===== src/common/iso14443a_defines.svh =====
// register map, transmit fifo depth, bit timing and crc_a seed
`ifndef ISO14443A_DEFINES_SVH
`define ISO14443A_DEFINES_SVH

// apb register offsets
`define REG_CTRL    8'h00
`define REG_TXDATA  8'h04
`define REG_FDT     8'h08
`define REG_STATUS  8'h0C
`define REG_CRC     8'h10

`define TX_FIFO_DEPTH 16

// clocks per bit, each half-bit is half of this
`define BIT_TICKS 16

`define CRC_A_INIT 16'h6363

`endif


===== src/common/iso14443a_pkg.sv =====
// shared types for the iso 14443-a picc transmit path
// frame config, bit handshake, fsm states and apb request/response
package iso14443a_pkg;

    // frame setup captured on the start command
    typedef struct packed {
        // bits in the first byte, 0 means a full byte
        logic [2:0] first_bits;
        logic       append_crc;
    } tx_cfg_t;

    // one bit of the valid/req bit handshake
    typedef struct packed {
        logic data;
        logic valid;
    } bit_stream_t;

    typedef enum logic [2:0] {
        enc_idle,
        enc_data,
        enc_parity,
        enc_crc,
        enc_crc_parity,
        enc_end
    } enc_state_e;

    typedef enum logic [1:0] {
        man_idle,
        man_soc,
        man_bit,
        man_eoc
    } man_state_e;

    typedef struct packed {
        logic [7:0]  paddr;
        logic [31:0] pwdata;
        logic        pwrite;
        logic        psel;
        logic        penable;
    } apb_req_t;

    typedef struct packed {
        logic [31:0] prdata;
        logic        pready;
        logic        pslverr;
    } apb_rsp_t;

endpackage


===== src/verilog/apb_tx_regs.sv =====
// apb slave with ctrl, fdt, status and crc registers
// plus the circular transmit byte fifo
`timescale 1ns/10ps
`include "iso14443a_defines.svh"

module apb_tx_regs (
    input  logic                    clk,
    input  logic                    rst_n,
    input  iso14443a_pkg::apb_req_t apb_req,
    output iso14443a_pkg::apb_rsp_t apb_rsp,
    output logic                    start,
    output iso14443a_pkg::tx_cfg_t  cfg,
    output logic [15:0]             fdt,
    input  logic                    fifo_pop,
    output logic [7:0]              fifo_byte,
    output logic                    fifo_empty,
    input  logic [15:0]             crc,
    input  logic                    tx_done
);
    localparam int ptr_w = $clog2(`TX_FIFO_DEPTH);

    logic [7:0]     mem [`TX_FIFO_DEPTH];
    logic [ptr_w-1:0] wr_ptr;
    logic [ptr_w-1:0] rd_ptr;
    logic [ptr_w:0] level;
    logic           fifo_full;
    logic           busy;
    logic           done;
    logic           access;
    logic           err;
    logic           wr_en;
    logic           push;
    logic           start_cmd;
    logic [31:0]    rdata;

    assign fifo_full  = level == (ptr_w + 1)'(`TX_FIFO_DEPTH);
    assign fifo_empty = level == '0;
    // head byte is always visible to the serializer
    assign fifo_byte  = mem[rd_ptr];

    // access phase of a transfer
    assign access = apb_req.psel && apb_req.penable;

    // read mux and error decode
    always_comb begin
        rdata = '0;
        err   = 1'b0;
        case (apb_req.paddr)
            `REG_CTRL: begin
                rdata = {27'd0, cfg.append_crc, cfg.first_bits, 1'b0};
                // restart refused while a frame is in flight
                err   = apb_req.pwrite && apb_req.pwdata[0] && busy;
            end
            `REG_TXDATA: err = apb_req.pwrite && fifo_full;
            `REG_FDT:    rdata = {16'd0, fdt};
            `REG_STATUS: rdata = (32'(level) << 8) | {30'd0, done, busy};
            `REG_CRC:    rdata = {16'd0, crc};
            default:     err = 1'b1;
        endcase
    end

    // zero wait state slave
    assign apb_rsp.prdata  = rdata;
    assign apb_rsp.pready  = 1'b1;
    assign apb_rsp.pslverr = access && err;

    assign wr_en     = access && apb_req.pwrite && !err;
    assign push      = wr_en && apb_req.paddr == `REG_TXDATA;
    assign start_cmd = wr_en && apb_req.paddr == `REG_CTRL && apb_req.pwdata[0];

    always_ff @(posedge clk or negedge rst_n) begin
        if (!rst_n) begin
            start  <= 1'b0;
            cfg    <= '0;
            fdt    <= '0;
            busy   <= 1'b0;
            done   <= 1'b0;
            wr_ptr <= '0;
            rd_ptr <= '0;
            level  <= '0;
        end else begin
            start <= start_cmd;
            if (start_cmd) begin
                cfg.first_bits <= apb_req.pwdata[3:1];
                cfg.append_crc <= apb_req.pwdata[4];
                busy           <= 1'b1;
                done           <= 1'b0;
            end else if (tx_done) begin
                busy <= 1'b0;
                // sticky until the next start
                done <= 1'b1;
            end
            if (wr_en && apb_req.paddr == `REG_FDT) begin
                fdt <= apb_req.pwdata[15:0];
            end
            if (push) begin
                wr_ptr <= wr_ptr + 1'b1;
            end
            if (fifo_pop && !fifo_empty) begin
                rd_ptr <= rd_ptr + 1'b1;
            end
            // level moves only when one side acts alone
            if (push && !(fifo_pop && !fifo_empty)) begin
                level <= level + 1'b1;
            end else if (!push && fifo_pop && !fifo_empty) begin
                level <= level - 1'b1;
            end
        end
    end

    // fifo storage
    always_ff @(posedge clk) begin
        if (push) begin
            mem[wr_ptr] <= apb_req.pwdata[7:0];
        end
    end

endmodule


===== src/verilog/fdt_timer.sv =====
// frame delay timer, one cycle trigger fdt+1 clocks after start
`timescale 1ns/10ps

module fdt_timer (
    input  logic        clk,
    input  logic        rst_n,
    input  logic        start,
    input  logic [15:0] fdt,
    output logic        trigger
);
    logic [15:0] count;
    logic        running;

    // fires on the cycle the count reaches zero
    assign trigger = running && count == 16'd0;

    always_ff @(posedge clk or negedge rst_n) begin
        if (!rst_n) begin
            count   <= '0;
            running <= 1'b0;
        end else if (start) begin
            // a new start always reloads
            count   <= fdt;
            running <= 1'b1;
        end else if (running) begin
            if (count == 16'd0) begin
                running <= 1'b0;
            end else begin
                count <= count - 1'b1;
            end
        end
    end

endmodule


===== src/verilog/tx_byte_serializer.sv =====
// byte to bit serializer, lsb first, with crc_a over the popped bytes
`timescale 1ns/10ps
`include "iso14443a_defines.svh"

module tx_byte_serializer (
    input  logic                       clk,
    input  logic                       rst_n,
    input  logic                       start,
    input  iso14443a_pkg::tx_cfg_t     cfg,
    output logic                       fifo_pop,
    input  logic [7:0]                 fifo_byte,
    input  logic                       fifo_empty,
    output iso14443a_pkg::bit_stream_t bits,
    input  logic                       in_req,
    output logic [15:0]                crc
);
    logic [7:0] shreg;
    logic [3:0] bits_left;
    logic       valid;
    logic       byte_end;
    logic       load_byte;
    logic       shift_bit;

    // crc_a one byte at a time, reflected 0x8408 polynomial
    function automatic logic [15:0] crc_a_byte(input logic [15:0] c, input logic [7:0] b);
        logic [15:0] r;
        r = c ^ {8'd0, b};
        for (int i = 0; i < 8; i++) begin
            r = r[0] ? ((r >> 1) ^ 16'h8408) : (r >> 1);
        end
        return r;
    endfunction

    assign byte_end  = in_req && valid && bits_left == 4'd1;
    assign load_byte = (start || byte_end) && !fifo_empty;
    assign shift_bit = in_req && valid && bits_left > 4'd1;

    assign bits.data  = shreg[0];
    assign bits.valid = valid;

    always_ff @(posedge clk or negedge rst_n) begin
        if (!rst_n) begin
            valid     <= 1'b0;
            fifo_pop  <= 1'b0;
            bits_left <= '0;
            crc       <= `CRC_A_INIT;
        end else begin
            fifo_pop <= load_byte;
            if (start) begin
                valid     <= !fifo_empty;
                // first byte may be short, 0 stands for 8
                bits_left <= {cfg.first_bits == 3'd0, cfg.first_bits};
                crc       <= fifo_empty ? `CRC_A_INIT : crc_a_byte(`CRC_A_INIT, fifo_byte);
            end else if (byte_end) begin
                // nothing left means end of data
                valid     <= !fifo_empty;
                bits_left <= 4'd8;
                if (!fifo_empty) begin
                    crc <= crc_a_byte(crc, fifo_byte);
                end
            end else if (shift_bit) begin
                bits_left <= bits_left - 1'b1;
            end
        end
    end

    always_ff @(posedge clk) begin
        if (load_byte) begin
            shreg <= fifo_byte;
        end else if (shift_bit) begin
            shreg <= shreg >> 1;
        end
    end

endmodule


===== src/frame_encode/frame_encode.sv =====
// frame encoder, adds odd parity and the crc_a bytes to the bit stream
// sending is released by the frame delay trigger
`timescale 1ns/10ps

module frame_encode (
    input  logic                       clk,
    input  logic                       rst_n,
    input  logic                       fdt_trigger,
    input  iso14443a_pkg::bit_stream_t in,
    output logic                       in_req,
    input  iso14443a_pkg::tx_cfg_t     cfg,
    input  logic [15:0]                crc,
    output iso14443a_pkg::bit_stream_t out,
    input  logic                       out_req
);
    iso14443a_pkg::enc_state_e state;

    // bits still to go before the next parity bit, 0 means 8
    logic [2:0]  bits_remaining;
    logic        parity;
    logic [15:0] cached_crc;
    // high while the second crc byte is going out
    logic        crc_byte;

    always_ff @(posedge clk or negedge rst_n) begin
        if (!rst_n) begin
            state     <= iso14443a_pkg::enc_idle;
            in_req    <= 1'b0;
            out.valid <= 1'b0;
        end else begin
            // single cycle request
            in_req <= 1'b0;

            case (state)
                iso14443a_pkg::enc_idle: begin
                    // nothing happens without data on the trigger
                    if (fdt_trigger && in.valid) begin
                        out.data       <= in.data;
                        out.valid      <= 1'b1;
                        parity         <= !in.data;
                        bits_remaining <= cfg.first_bits - 1'b1;
                        in_req         <= 1'b1;
                        if (cfg.first_bits == 3'd1) begin
                            state <= iso14443a_pkg::enc_parity;
                        end else begin
                            state <= iso14443a_pkg::enc_data;
                        end
                    end
                end

                iso14443a_pkg::enc_data: begin
                    // in.valid not checked, every byte ends on a parity bit
                    if (out_req) begin
                        out.data       <= in.data;
                        parity         <= parity ^ in.data;
                        in_req         <= 1'b1;
                        bits_remaining <= bits_remaining - 1'b1;
                        if (bits_remaining == 3'd1) begin
                            state <= iso14443a_pkg::enc_parity;
                        end
                    end
                end

                iso14443a_pkg::enc_parity: begin
                    if (out_req) begin
                        out.data <= parity;
                        if (in.valid) begin
                            // another full byte
                            bits_remaining <= 3'd0;
                            parity         <= 1'b1;
                            state          <= iso14443a_pkg::enc_data;
                        end else if (cfg.append_crc) begin
                            // crc goes out low byte first
                            cached_crc     <= crc;
                            crc_byte       <= 1'b0;
                            bits_remaining <= 3'd0;
                            parity         <= 1'b1;
                            state          <= iso14443a_pkg::enc_crc;
                        end else begin
                            state <= iso14443a_pkg::enc_end;
                        end
                    end
                end

                iso14443a_pkg::enc_crc: begin
                    if (out_req) begin
                        out.data         <= cached_crc[0];
                        cached_crc[14:0] <= cached_crc[15:1];
                        parity           <= parity ^ cached_crc[0];
                        bits_remaining   <= bits_remaining - 1'b1;
                        if (bits_remaining == 3'd1) begin
                            state <= iso14443a_pkg::enc_crc_parity;
                        end
                    end
                end

                iso14443a_pkg::enc_crc_parity: begin
                    if (out_req) begin
                        out.data <= parity;
                        if (!crc_byte) begin
                            crc_byte       <= 1'b1;
                            bits_remaining <= 3'd0;
                            parity         <= 1'b1;
                            state          <= iso14443a_pkg::enc_crc;
                        end else begin
                            state <= iso14443a_pkg::enc_end;
                        end
                    end
                end

                iso14443a_pkg::enc_end: begin
                    // final parity bit consumed, close the frame
                    if (out_req) begin
                        out.valid <= 1'b0;
                        state     <= iso14443a_pkg::enc_idle;
                    end
                end

                default: state <= iso14443a_pkg::enc_idle;
            endcase
        end
    end

endmodule


===== src/verilog/manchester_encoder.sv =====
// manchester bit encoder, start bit, data bits, then one idle bit period
`timescale 1ns/10ps
`include "iso14443a_defines.svh"

module manchester_encoder (
    input  logic                       clk,
    input  logic                       rst_n,
    input  iso14443a_pkg::bit_stream_t in,
    output logic                       out_req,
    output logic                       tx_mod,
    output logic                       tx_active,
    output logic                       tx_done
);
    localparam int tick_w = $clog2(`BIT_TICKS);
    localparam logic [tick_w-1:0] last_tick = tick_w'(`BIT_TICKS - 1);
    localparam logic [tick_w-1:0] half_tick = tick_w'(`BIT_TICKS / 2);

    iso14443a_pkg::man_state_e state;
    logic [tick_w-1:0] tick;
    logic              first_half;
    logic              bit_end;

    assign first_half = tick < half_tick;
    assign bit_end    = tick == last_tick;

    // a 1 modulates the first half, a 0 the second
    always_comb begin
        case (state)
            iso14443a_pkg::man_soc: tx_mod = first_half;
            iso14443a_pkg::man_bit: tx_mod = in.valid && (in.data == first_half);
            default:                tx_mod = 1'b0;
        endcase
    end

    // next bit wanted at the end of each data bit
    assign out_req   = state == iso14443a_pkg::man_bit && bit_end && in.valid;
    assign tx_active = state != iso14443a_pkg::man_idle;
    assign tx_done   = state == iso14443a_pkg::man_eoc && bit_end;

    always_ff @(posedge clk or negedge rst_n) begin
        if (!rst_n) begin
            state <= iso14443a_pkg::man_idle;
            tick  <= '0;
        end else begin
            tick <= (state == iso14443a_pkg::man_idle || bit_end) ? '0 : tick + 1'b1;
            case (state)
                iso14443a_pkg::man_idle:
                    if (in.valid) state <= iso14443a_pkg::man_soc;
                iso14443a_pkg::man_soc:
                    if (bit_end) state <= iso14443a_pkg::man_bit;
                // valid drops just after the last request
                iso14443a_pkg::man_bit:
                    if (!in.valid) state <= iso14443a_pkg::man_eoc;
                iso14443a_pkg::man_eoc:
                    if (bit_end) state <= iso14443a_pkg::man_idle;
                default: state <= iso14443a_pkg::man_idle;
            endcase
        end
    end

endmodule


===== src/verilog/iso14443a_tx.sv =====
// transmit path top, apb registers through to the manchester output
`timescale 1ns/10ps

module iso14443a_tx (
    input  logic                    clk,
    input  logic                    rst_n,
    input  iso14443a_pkg::apb_req_t apb_req,
    output iso14443a_pkg::apb_rsp_t apb_rsp,
    output logic                    tx_mod,
    output logic                    tx_active,
    output logic                    tx_done
);
    logic                       start;
    iso14443a_pkg::tx_cfg_t     cfg;
    logic [15:0]                fdt;
    logic                       fifo_pop;
    logic [7:0]                 fifo_byte;
    logic                       fifo_empty;
    logic [15:0]                crc;
    logic                       trigger;
    // serializer to frame encoder
    iso14443a_pkg::bit_stream_t ser_bits;
    logic                       ser_req;
    // frame encoder to manchester encoder
    iso14443a_pkg::bit_stream_t enc_bits;
    logic                       enc_req;

    apb_tx_regs u_regs (
        .clk        (clk),
        .rst_n      (rst_n),
        .apb_req    (apb_req),
        .apb_rsp    (apb_rsp),
        .start      (start),
        .cfg        (cfg),
        .fdt        (fdt),
        .fifo_pop   (fifo_pop),
        .fifo_byte  (fifo_byte),
        .fifo_empty (fifo_empty),
        .crc        (crc),
        .tx_done    (tx_done)
    );

    fdt_timer u_fdt (
        .clk     (clk),
        .rst_n   (rst_n),
        .start   (start),
        .fdt     (fdt),
        .trigger (trigger)
    );

    tx_byte_serializer u_ser (
        .clk        (clk),
        .rst_n      (rst_n),
        .start      (start),
        .cfg        (cfg),
        .fifo_pop   (fifo_pop),
        .fifo_byte  (fifo_byte),
        .fifo_empty (fifo_empty),
        .bits       (ser_bits),
        .in_req     (ser_req),
        .crc        (crc)
    );

    frame_encode u_enc (
        .clk         (clk),
        .rst_n       (rst_n),
        .fdt_trigger (trigger),
        .in          (ser_bits),
        .in_req      (ser_req),
        .cfg         (cfg),
        .crc         (crc),
        .out         (enc_bits),
        .out_req     (enc_req)
    );

    manchester_encoder u_man (
        .clk       (clk),
        .rst_n     (rst_n),
        .in        (enc_bits),
        .out_req   (enc_req),
        .tx_mod    (tx_mod),
        .tx_active (tx_active),
        .tx_done   (tx_done)
    );

endmodule


===== config.mk =====
export PLATFORM = sky130hd
export DESIGN_NAME = iso14443a_tx
export DESIGN_NICKNAME = d
export VERILOG_FILES = /design/src/common/iso14443a_pkg.sv /design/src/verilog/apb_tx_regs.sv /design/src/verilog/fdt_timer.sv /design/src/verilog/tx_byte_serializer.sv /design/src/frame_encode/frame_encode.sv /design/src/verilog/manchester_encoder.sv /design/src/verilog/iso14443a_tx.sv
export VERILOG_INCLUDE_DIRS = /design/src /design/src/common
export SDC_FILE = /design/constraint.sdc
export NUM_CORES = 1
export LEC_CHECK = 0
export BUFFER_PORTS_ARGS = -buffer_cell sky130_fd_sc_hd__buf_2
export CAP_MARGIN = 20
export CORE_ASPECT_RATIO = 1.25
export CORE_MARGIN = 4
export CORE_UTILIZATION = 50
export DETAILED_ROUTE_END_ITERATION = 8
export PLACE_DENSITY = 0.68
export SYNTH_ARGS = -nofsm -noshare
export SYNTH_HDL_FRONTEND = slang
export SYNTH_SLANG_ARGS = --single-unit

===== constraint.sdc =====
create_clock -name clk -period 7.75 [get_ports clk]
set_input_delay 0.3875 -clock clk [delete_from_list [all_inputs] [get_ports clk]]
set_output_delay 0.3875 -clock clk [all_outputs]
set_load 0.05 [all_outputs]

==> reports/metrics.csv, run 1 <==
stage,metric,value,unit
timing,setup_viol,0,
die,num_rows,62,
timing,finalClockSkew,0.0142,ns
finish,area_growth,11.7,%
cts,clk_latency,0.52,ns
die,die_area,0.0257,mm2
worst_hold_path,whs_path_depth,2,
critical_path,worst-endpoint-required,8.19,ns
yosys,synth-main-ff-cell,edfxtp_1,
critical_path,r2r_end,u_regs.level[4],
die,die_y,178,um
pwr,powerDensity,224,mW/mm2
cts,cts_setup_buffers,0,
timing,tightest_slew,0.875,ns
route,highest_layer,met4,
die,core,0.0229,mm2
timing,fin_crit_sh,40.9,%
route,wl_met3,1080,um
global_route,grt-ovfl-total,0,
critical_path,path_cells,or4_1 -> o22ai_1 -> a2111oi_4 -> nand2_1 -> inv_1 -> fa_1 -> nor2b_1 -> o21ai_0 -> nand2b_1 -> nor3_1 -> a21oi_1 -> xnor2_1,
place,hpwlAfterDp,17300,um
critical_path,worstSetupPathType,reg -> reg,
yosys,ys_async_sr_fraction,35.2,%
pwr,p_leak,5.12,nW
timing,max_slew_margin,41.4,%
timing,setup_tns,0,ns
critical_path,cp_num_buf_inv,1,
yosys,seq_area_frac_synth,59.5,%
critical_path,start_kind,register,
route,drc_errors,0,
cts,cts_root_buffer,clkbuf_16,
finish,antenna_cells,0,
die,num_io_pins,82,
route,drt_iter0_drc,589,
yosys,synthCells,921,
route,ant_nets,0,
cts,h-tree-depth,1,
cts,cts_tree,built,
timing,finalMaxSlewViolations,0,
yosys,synth.ff_latch_count,244,
critical_path,r2r-start,u_regs.level[1],
place,placedCellCount,1223,
global_route,grt_pass1_vias,7333,
pwr,total_power,2.90,mW
worst_hold_path,worstHoldPathType,in -> reg,
timing,rsz0062_at_grt,false,
critical_path,critPathMaxStageDelay,0.67,ns
yosys,syn_area,0.0116,mm2
timing,min_period,3.17,ns
place,port_buffers,48,
cts,cts.clk_slew.worst_paths,0.06,ns
finish,drive_above_1_share,19.3,%
die,die_x,144,um
route,via_count,7282,
pwr,ir_drop,0.213,mV
worst_hold_path,hold_start,apb_req[17],
global_route,track_usage,19.9,%
yosys,synth_area_per_cell,12.6,um2
global_route,grt_max_degree,62,
route,wl_met2,13200,um
critical_path,endpoint_kind,register,
critical_path,regToRegSetupSlack,4.58,ns
worst_hold_path,min_to,u_regs.fdt[14],
critical_path,cp_slowest_cell,or4_1,
finish,nets,1032,
global_route,grt_pass1_wl,39800,um
timing,max_freq,316,MHz
die,initial_core_util,50.7,%
route,viasPerCell,5.72,
finish,finalInstanceArea,0.0130,mm2
global_route,antenna_found_initial,0,
critical_path,crit_family,simple AND/OR/NAND/NOR gates,
route,firstDrtPassIters,6,
yosys,ys_warn_count,0,
cts,clock_sinks,244,
route,wl_met1,10300,um
yosys,synth-edff-count,158,
timing,finalHoldViolations,0,
yosys,yosysUniqueCellTypes,72,
run,drv_cap,0,
run_status,status,finished clean,
finish,stdcell_count,1272,
route,wirelength,25400,um
place,gp_congestion,0.807,
cts,cts_buffers,26,
critical_path,reg2reg_depth,12,
place,placed_area,0.0120,mm2
critical_path,cp_max_fo,10,
route,post_drt_wl_per_cell,19.9,um
cts,ctsLongestPathBuffers,3,
critical_path,arrival,3.61,ns
-- state kept, by name (all words and copies together) (netlist names), 2 cells and up --
register              flops
u_regs.mem              128
u_enc.cached_crc         16
u_fdt.count              16
u_regs.fdt               16
u_ser.crc                16
u_ser.shreg               8
u_regs.level              5
u_man.tick                4
u_regs.cfg                4
u_regs.rd_ptr             4
u_regs.wr_ptr             4
u_ser.bits_left           4
u_enc.bits_remaining      3
u_enc.state               3
u_enc.out                 2
u_man.state               2
-- timing repair --
| action | in CTS | in global routing |
|---|---|---|
| hold buffers | 1 | 0 |
| gates resized for setup | 0 | 0 |
| endpoints found under the hold margin | 24 | 0 |
-- synth_stat cells (22+ instances only) --
library cell  instances  area share [%]
mux2_2               24             2.3
ha_1                 22             2.4
nor2_1               57             1.8
a21oi_1              39             1.7
mux4_2               32             6.2
xnor2_1              36             2.7
dfrtp_1              78              17
inv_1                39             1.3
nor3_1               24             1.0
clkbuf_1             36             1.2
o21ai_0              37             1.6
edfxtp_1            158              41
nand2_1             117             3.8
-- final cells by class --
cell class                      instances  area, um2
Clock buffer                           31        701
Clock inverter                         17        205
Fill cell                            1815       9920
Inverter                               40        150
Multi-Input combinational cell        588       4270
Sequential cell                       244       6910
Tap cell                              288        360
Timing Repair Buffer                   64        365
-- worst reg2reg max path, delay by kind of cell (launching register included) --
kind / cells / cell delay [ns]
fa+ha+maj: 1 / 0.41
compound gates: 4 / 0.87
simple gates: 5 / 1.16
buf+inv: 1 / 0.09
flops: 1 / 0.43
xor+xnor: 1 / 0.13
-- cell families after synthesis --
family,count (synthesis),share of synthesized area (%)
AOI/OAI and AO/OA,151,8.81
xor gates and xnor gates,59,4.65
adders and majority gates,23,2.54
buffers and inverters,104,4.30
DFF,244,59.5
muxes,59,8.80
other,2,0.0647
and+or+nand+nor,279,11.3
-- metrics by stage --
stage | utilization [%] | worst slack [ns] | hold WS [ns]
after floorplan | - | 4.69 | 0.0919
after global placement | 52.6 | 4.25 | 0.346
after detailed placement | 52.7 | 4.21 | 0.346
after CTS | 56.7 | 4.55 | 0.0773
after global routing | 56.7 | 4.32 | 0.0846
final | 56.7 | 4.58 | 0.0970
-- layer usage --
| layer | vias to the layer above | global-route usage [%] |
|---|---|---|
| met4 | 0 | 7.08 |
| li1 | 3424 | - |
| met3 | 48 | 2.87 |
| met1 | 3638 | 25.3 |
| met2 | 172 | 34.7 |
| met5 | - | 0 |
-- worst max path at each step --
| stage | start | endpoint | slack (ns) | depth (start not counted) |
|---|---|---|---|---|
| after floorplan | apb_req[36] | u_regs.level[4] | 4.69 | 11 |
| after global placement | apb_req[36] | u_regs.level[4] | 4.25 | 12 |
| after detailed placement | apb_req[36] | u_regs.level[4] | 4.21 | 12 |
| after CTS | u_regs.level[1] | u_regs.level[4] | 4.55 | 12 |
| after global routing | u_regs.level[1] | u_regs.level[4] | 4.32 | 12 |
| final | u_regs.level[1] | u_regs.level[4] | 4.58 | 12 |
-- report_power, final --
group | total (mW) | internal [mW] | switching [mW]
registers | 1.42 | 1.40 | 0.0196
clock network | 1.30 | 0.808 | 0.495
logic | 0.176 | 0.0587 | 0.117
total | 2.90 | 2.27 | 0.633
-- placed cells by master, fill, tap and decap left out, types with 17 or more instances in the layout --
cell type | synthesis | routed
edfxtp_1 | 158 | 158
nor2_1 | 57 | 57
xnor2_1 | 36 | 36
clkbuf_16 | 0 | 27
xor2_1 | 20 | 20
mux4_2 | 32 | 32
o21ai_0 | 37 | 37
ha_1 | 22 | 22
nor3_1 | 24 | 21
nand2_1 | 117 | 117
dfrtp_1 | 78 | 76
buf_2 | 5 | 47
inv_1 | 39 | 39
a21oi_1 | 39 | 39
conb_1 | 2 | 17
mux2_2 | 24 | 24
(Power assumes the default switching activity.)
==> run 2: changes to the inputs <==
--- a/config.mk
+++ b/config.mk
@@ -6,6 +6,7 @@
 export SDC_FILE = /design/constraint.sdc
 export NUM_CORES = 1
 export LEC_CHECK = 0
+export ABC_AREA = 1
 export BUFFER_PORTS_ARGS = -buffer_cell sky130_fd_sc_hd__buf_2
 export CAP_MARGIN = 20
 export CORE_ASPECT_RATIO = 1.25
==> constraint.sdc (replaced) <==
create_clock -name clk -period 3 [get_ports clk]
set_input_delay 0.15 -clock clk [delete_from_list [all_inputs] [get_ports clk]]
set_output_delay 0.15 -clock clk [all_outputs]
set_load 0.05 [all_outputs]
==> reports/metrics.csv, run 2 <==
stage,metric,value,unit,change
cts,h-tree-depth,1,,unchanged
die,die_area,0.0274,mm2,+6.4%
timing,tightest_slew,0.747,ns,-0.128 ns
cts,ctsLongestPathBuffers,3,,unchanged
critical_path,path_cells,inv_1 -> ha_1 -> nand3_1 -> inv_1 -> nand2_1 -> nor2_1 -> nand2_1 -> nor3_1 -> nand3_1 -> nand2_1 -> inv_1 -> nor4_1,,
pwr,p_leak,6.33,nW,+24%
timing,finalHoldViolations,0,,unchanged
yosys,syn_area,0.0124,mm2,+6.7%
place,placed_area,0.0130,mm2,+7.9%
critical_path,cp_slowest_cell,nor4_1,,
worst_hold_path,worstHoldPathType,in -> reg,,
global_route,grtUsageMet3,2.49,%,-0.38 points
pwr,total_power,7.01,mW,+140%
place,port_buffers,48,,unchanged
timing,timing.hold.ws,0.0620,ns,-0.0351 ns
finish,drive_above_1_share,12.0,%,-7.3 points
finish,fin_util,57.2,%,+0.55 points
cts,clock_sinks,244,,unchanged
global_route,track_usage,21.9,%,+2.0 points
critical_path,arrival,2.82,ns,-0.79 ns
global_route,use_met2,38.8,%,+4.0 points
finish,layout_common_cells,"nand2_1, inv_1, edfxtp_1",,
route,via_count,9598,,+32%
timing,setup_viol,0,,unchanged
finish,max_flop_register,u_regs.mem,,
critical_path,cp_num_buf_inv,3,,+2
finish,area_growth,12.8,%,
timing,finalMaxSlewViolations,0,,unchanged
die,core,0.0244,mm2,+6.7%
yosys,ys_warn_count,0,,unchanged
finish,antenna_cells,0,,unchanged
global_route,use_met1,27.9,%,+2.7 points
timing,fin_crit_sh,88.8,%,+48 points
pwr,ir_drop,0.471,mV,+120%
yosys,synth.top_cells.by_count,"nand2_1, inv_1, edfxtp_1",,
cts,cts_resized,0,,unchanged
timing,finalWorstSetupSlack,0.336,ns,-4.25 ns
cts,cts_buffers,25,,-3.8%
pwr,p_int,5.59,mW,+150%
pwr,combPwrFrac,2.3,%,-3.8 points
finish,final_common_cell,nand2_1,,
pwr,pwr-share-seq,51.1,%,+2.1 points
critical_path,endpoint_kind,register,,
critical_path,worst-endpoint-required,3.15,ns,-5.04 ns
global_route,busiest_layer,met2,,
critical_path,start_kind,register,,
global_route,grt_pass1_wl,48100,um,+21%
cts,cts_root_buffer,clkbuf_16,,
yosys,synthCells,1382,,+50%
timing,min_period,2.66,ns,-0.505 ns
critical_path,cp_max_fo,3,,-7
die,initial_core_util,50.7,%,about the same
timing,finalClockSkew,0.0141,ns,-0.000159 ns
place,hpwlAfterDp,20900,um,+21%
critical_path,critPathMaxStageDelay,0.49,ns,-0.18 ns
yosys,seq_area_frac_synth,55.7,%,-3.8 points
yosys,synth.most_common_cell,nand2_1,,
yosys,yosysUniqueCellTypes,50,,-31%
global_route,grt_max_degree,53,,-15%
yosys,synth-edff-count,158,,unchanged
route,viasPerCell,5.32,,-7.1%
route,firstDrtPassIters,5,,-1
timing,setup_tns,0,ns,unchanged
cts,cts_tree,built,,
global_route,grt-ovfl-total,0,,unchanged
timing,rsz0062_at_grt,false,,
yosys,synth.ff_latch_count,244,,unchanged
cts,cts.clk_slew.worst_paths,0.06,ns,about the same
finish,nets,1523,,+48%
route,wirelength,29800,um,+17%
cts,clk_latency,0.53,ns,about the same
die,die_x,149,um,+3.1%
run,drv_cap,0,,unchanged
die,die_y,184,um,+3.2%
place,placedCellCount,1749,,+43%
route,drt_iter0_drc,677,,+15%
place,gp_congestion,0.883,,+9.4%
finish,stdcell_count,1804,,+42%
timing,max_freq,375,MHz,+19%
die,num_io_pins,82,,unchanged
global_route,antenna_found_initial,0,,unchanged
yosys,yosysTopAreaCellShare,38.3,%,-2.6 points
run_status,status,finished clean,,
route,post_drt_wl_per_cell,16.5,um,-17%
route,ant_nets,0,,unchanged
yosys,ys_async_sr_fraction,35.2,%,unchanged
pwr,powerDensity,502,mW/mm2,+120%
yosys,synth_area_per_cell,8.97,um2,-29%
pwr,switching_share,20.3,%,-1.5 points
timing,max_slew_margin,50.1,%,+8.6 points
finish,largest_reg_flops,128,,unchanged
critical_path,worstSetupPathType,reg -> reg,,
yosys,synth-main-ff-cell,edfxtp_1,,
global_route,grt_pass1_vias,9275,,+26%
critical_path,crit_family,simple AND/OR/NAND/NOR gates,,
yosys,yosys.area.top_type,edfxtp_1,,
die,num_rows,64,,+3.2%
place,pre_cts_slack,0.358,ns,-3.85 ns
yosys,yosys-top-cells-area,"edfxtp_1, dfrtp_1, nand2_1, nand3_1, inv_1",,
pwr,switchingPower,1.43,mW,+130%
finish,finalInstanceArea,0.0140,mm2,+7.8%
pwr,clkPwrFrac,46.6,%,+1.7 points
route,drc_errors,0,,unchanged
[run 2: cell count changes after synthesis, moves of 25 or more]
cell      previous run  this run
nand3_1             13       146
nor2_1              57       105
clkbuf_1            36        10
nand2_1            117       388
inv_1               39       166
o21ai_0             37        62
a21oi_1             39        13
xnor2_1             36         5
mux4_2              32         0
[run 2: cell families (layout without fill, tap and decap cells)]
| logic type | after synthesis | count (layout) | synth area share (%) |
|---|---|---|---|
| and+or+nand+nor | 697 | 697 | 24.1 |
| xor gates and xnor gates | 24 | 24 | 1.70 |
| buffers and inverters | 239 | 316 | 8.59 |
| other | 2 | 17 | 0.0606 |
| DFF | 244 | 244 | 55.7 |
| adders and majority gates | 23 | 23 | 2.38 |
| AOI/OAI and AO/OA | 153 | 153 | 7.41 |
[run 2: worst register-to-register path, delay by kind of cell (launching register included)]
kind / cells / cell delay, ns
buffers and inverters: 3 / 0.26
adders and majority gates: 1 / 0.16
and+or+nand+nor: 8 / 1.49
DFF: 1 / 0.39
[run 2: final cells by class]
class	instances	area [um2]
Tap cell	330	413
Inverter	179	677
Multi-Input combinational cell	914	4480
Sequential cell	244	6910
Clock buffer	31	688
Fill cell	2154	10500
Timing Repair Buffer	91	613
Clock inverter	15	189
[run 2: final timing paths]
kind / cells past startpoint / slack (ns) / endpoint / from
setup / recovery: 12 / 0.34 / u_enc.bits_remaining[2] / u_fdt.count[0]
hold / removal: 1 / 0.06 / u_regs.mem[14][2] / apb_req[5]
setup reg to reg: 12 / 0.34 / u_enc.bits_remaining[2] / u_fdt.count[0]
hold reg to reg: 1 / 0.47 / u_man.tick[0] / u_man.tick[0]
max in group asynchronous: 3 / 1.75 / u_regs.rd_ptr[0] / rst_n
min in group asynchronous: 2 / 0.16 / u_ser.bits_left[2] / rst_n
[run 2: power by group through the flow]
stage / Clock [mW] / Combinational, mW / Sequential [mW]
4_1_cts: 3.34 / 0.163 / 3.58
5_1_grt: 3.49 / 0.177 / 3.58
2_1_floorplan: 0 / 0.0824 / 3.65
3_3_place_gp: 0 / 0.151 / 3.65
3_5_place_dp: 0 / 0.153 / 3.65
6_report: 3.27 / 0.162 / 3.58
[run 2: what timing repair did]
item,in CTS,in global routing
hold buffers,9,0
buffers inserted,0,0
endpoints found under the hold margin,42,0
[run 2: routing by layer]
metal	vias up	routed length, um
met5	-	0
met4	0	1060
met3	65	1300
met2	234	15200
met1	4626	12200
li1	4673	-
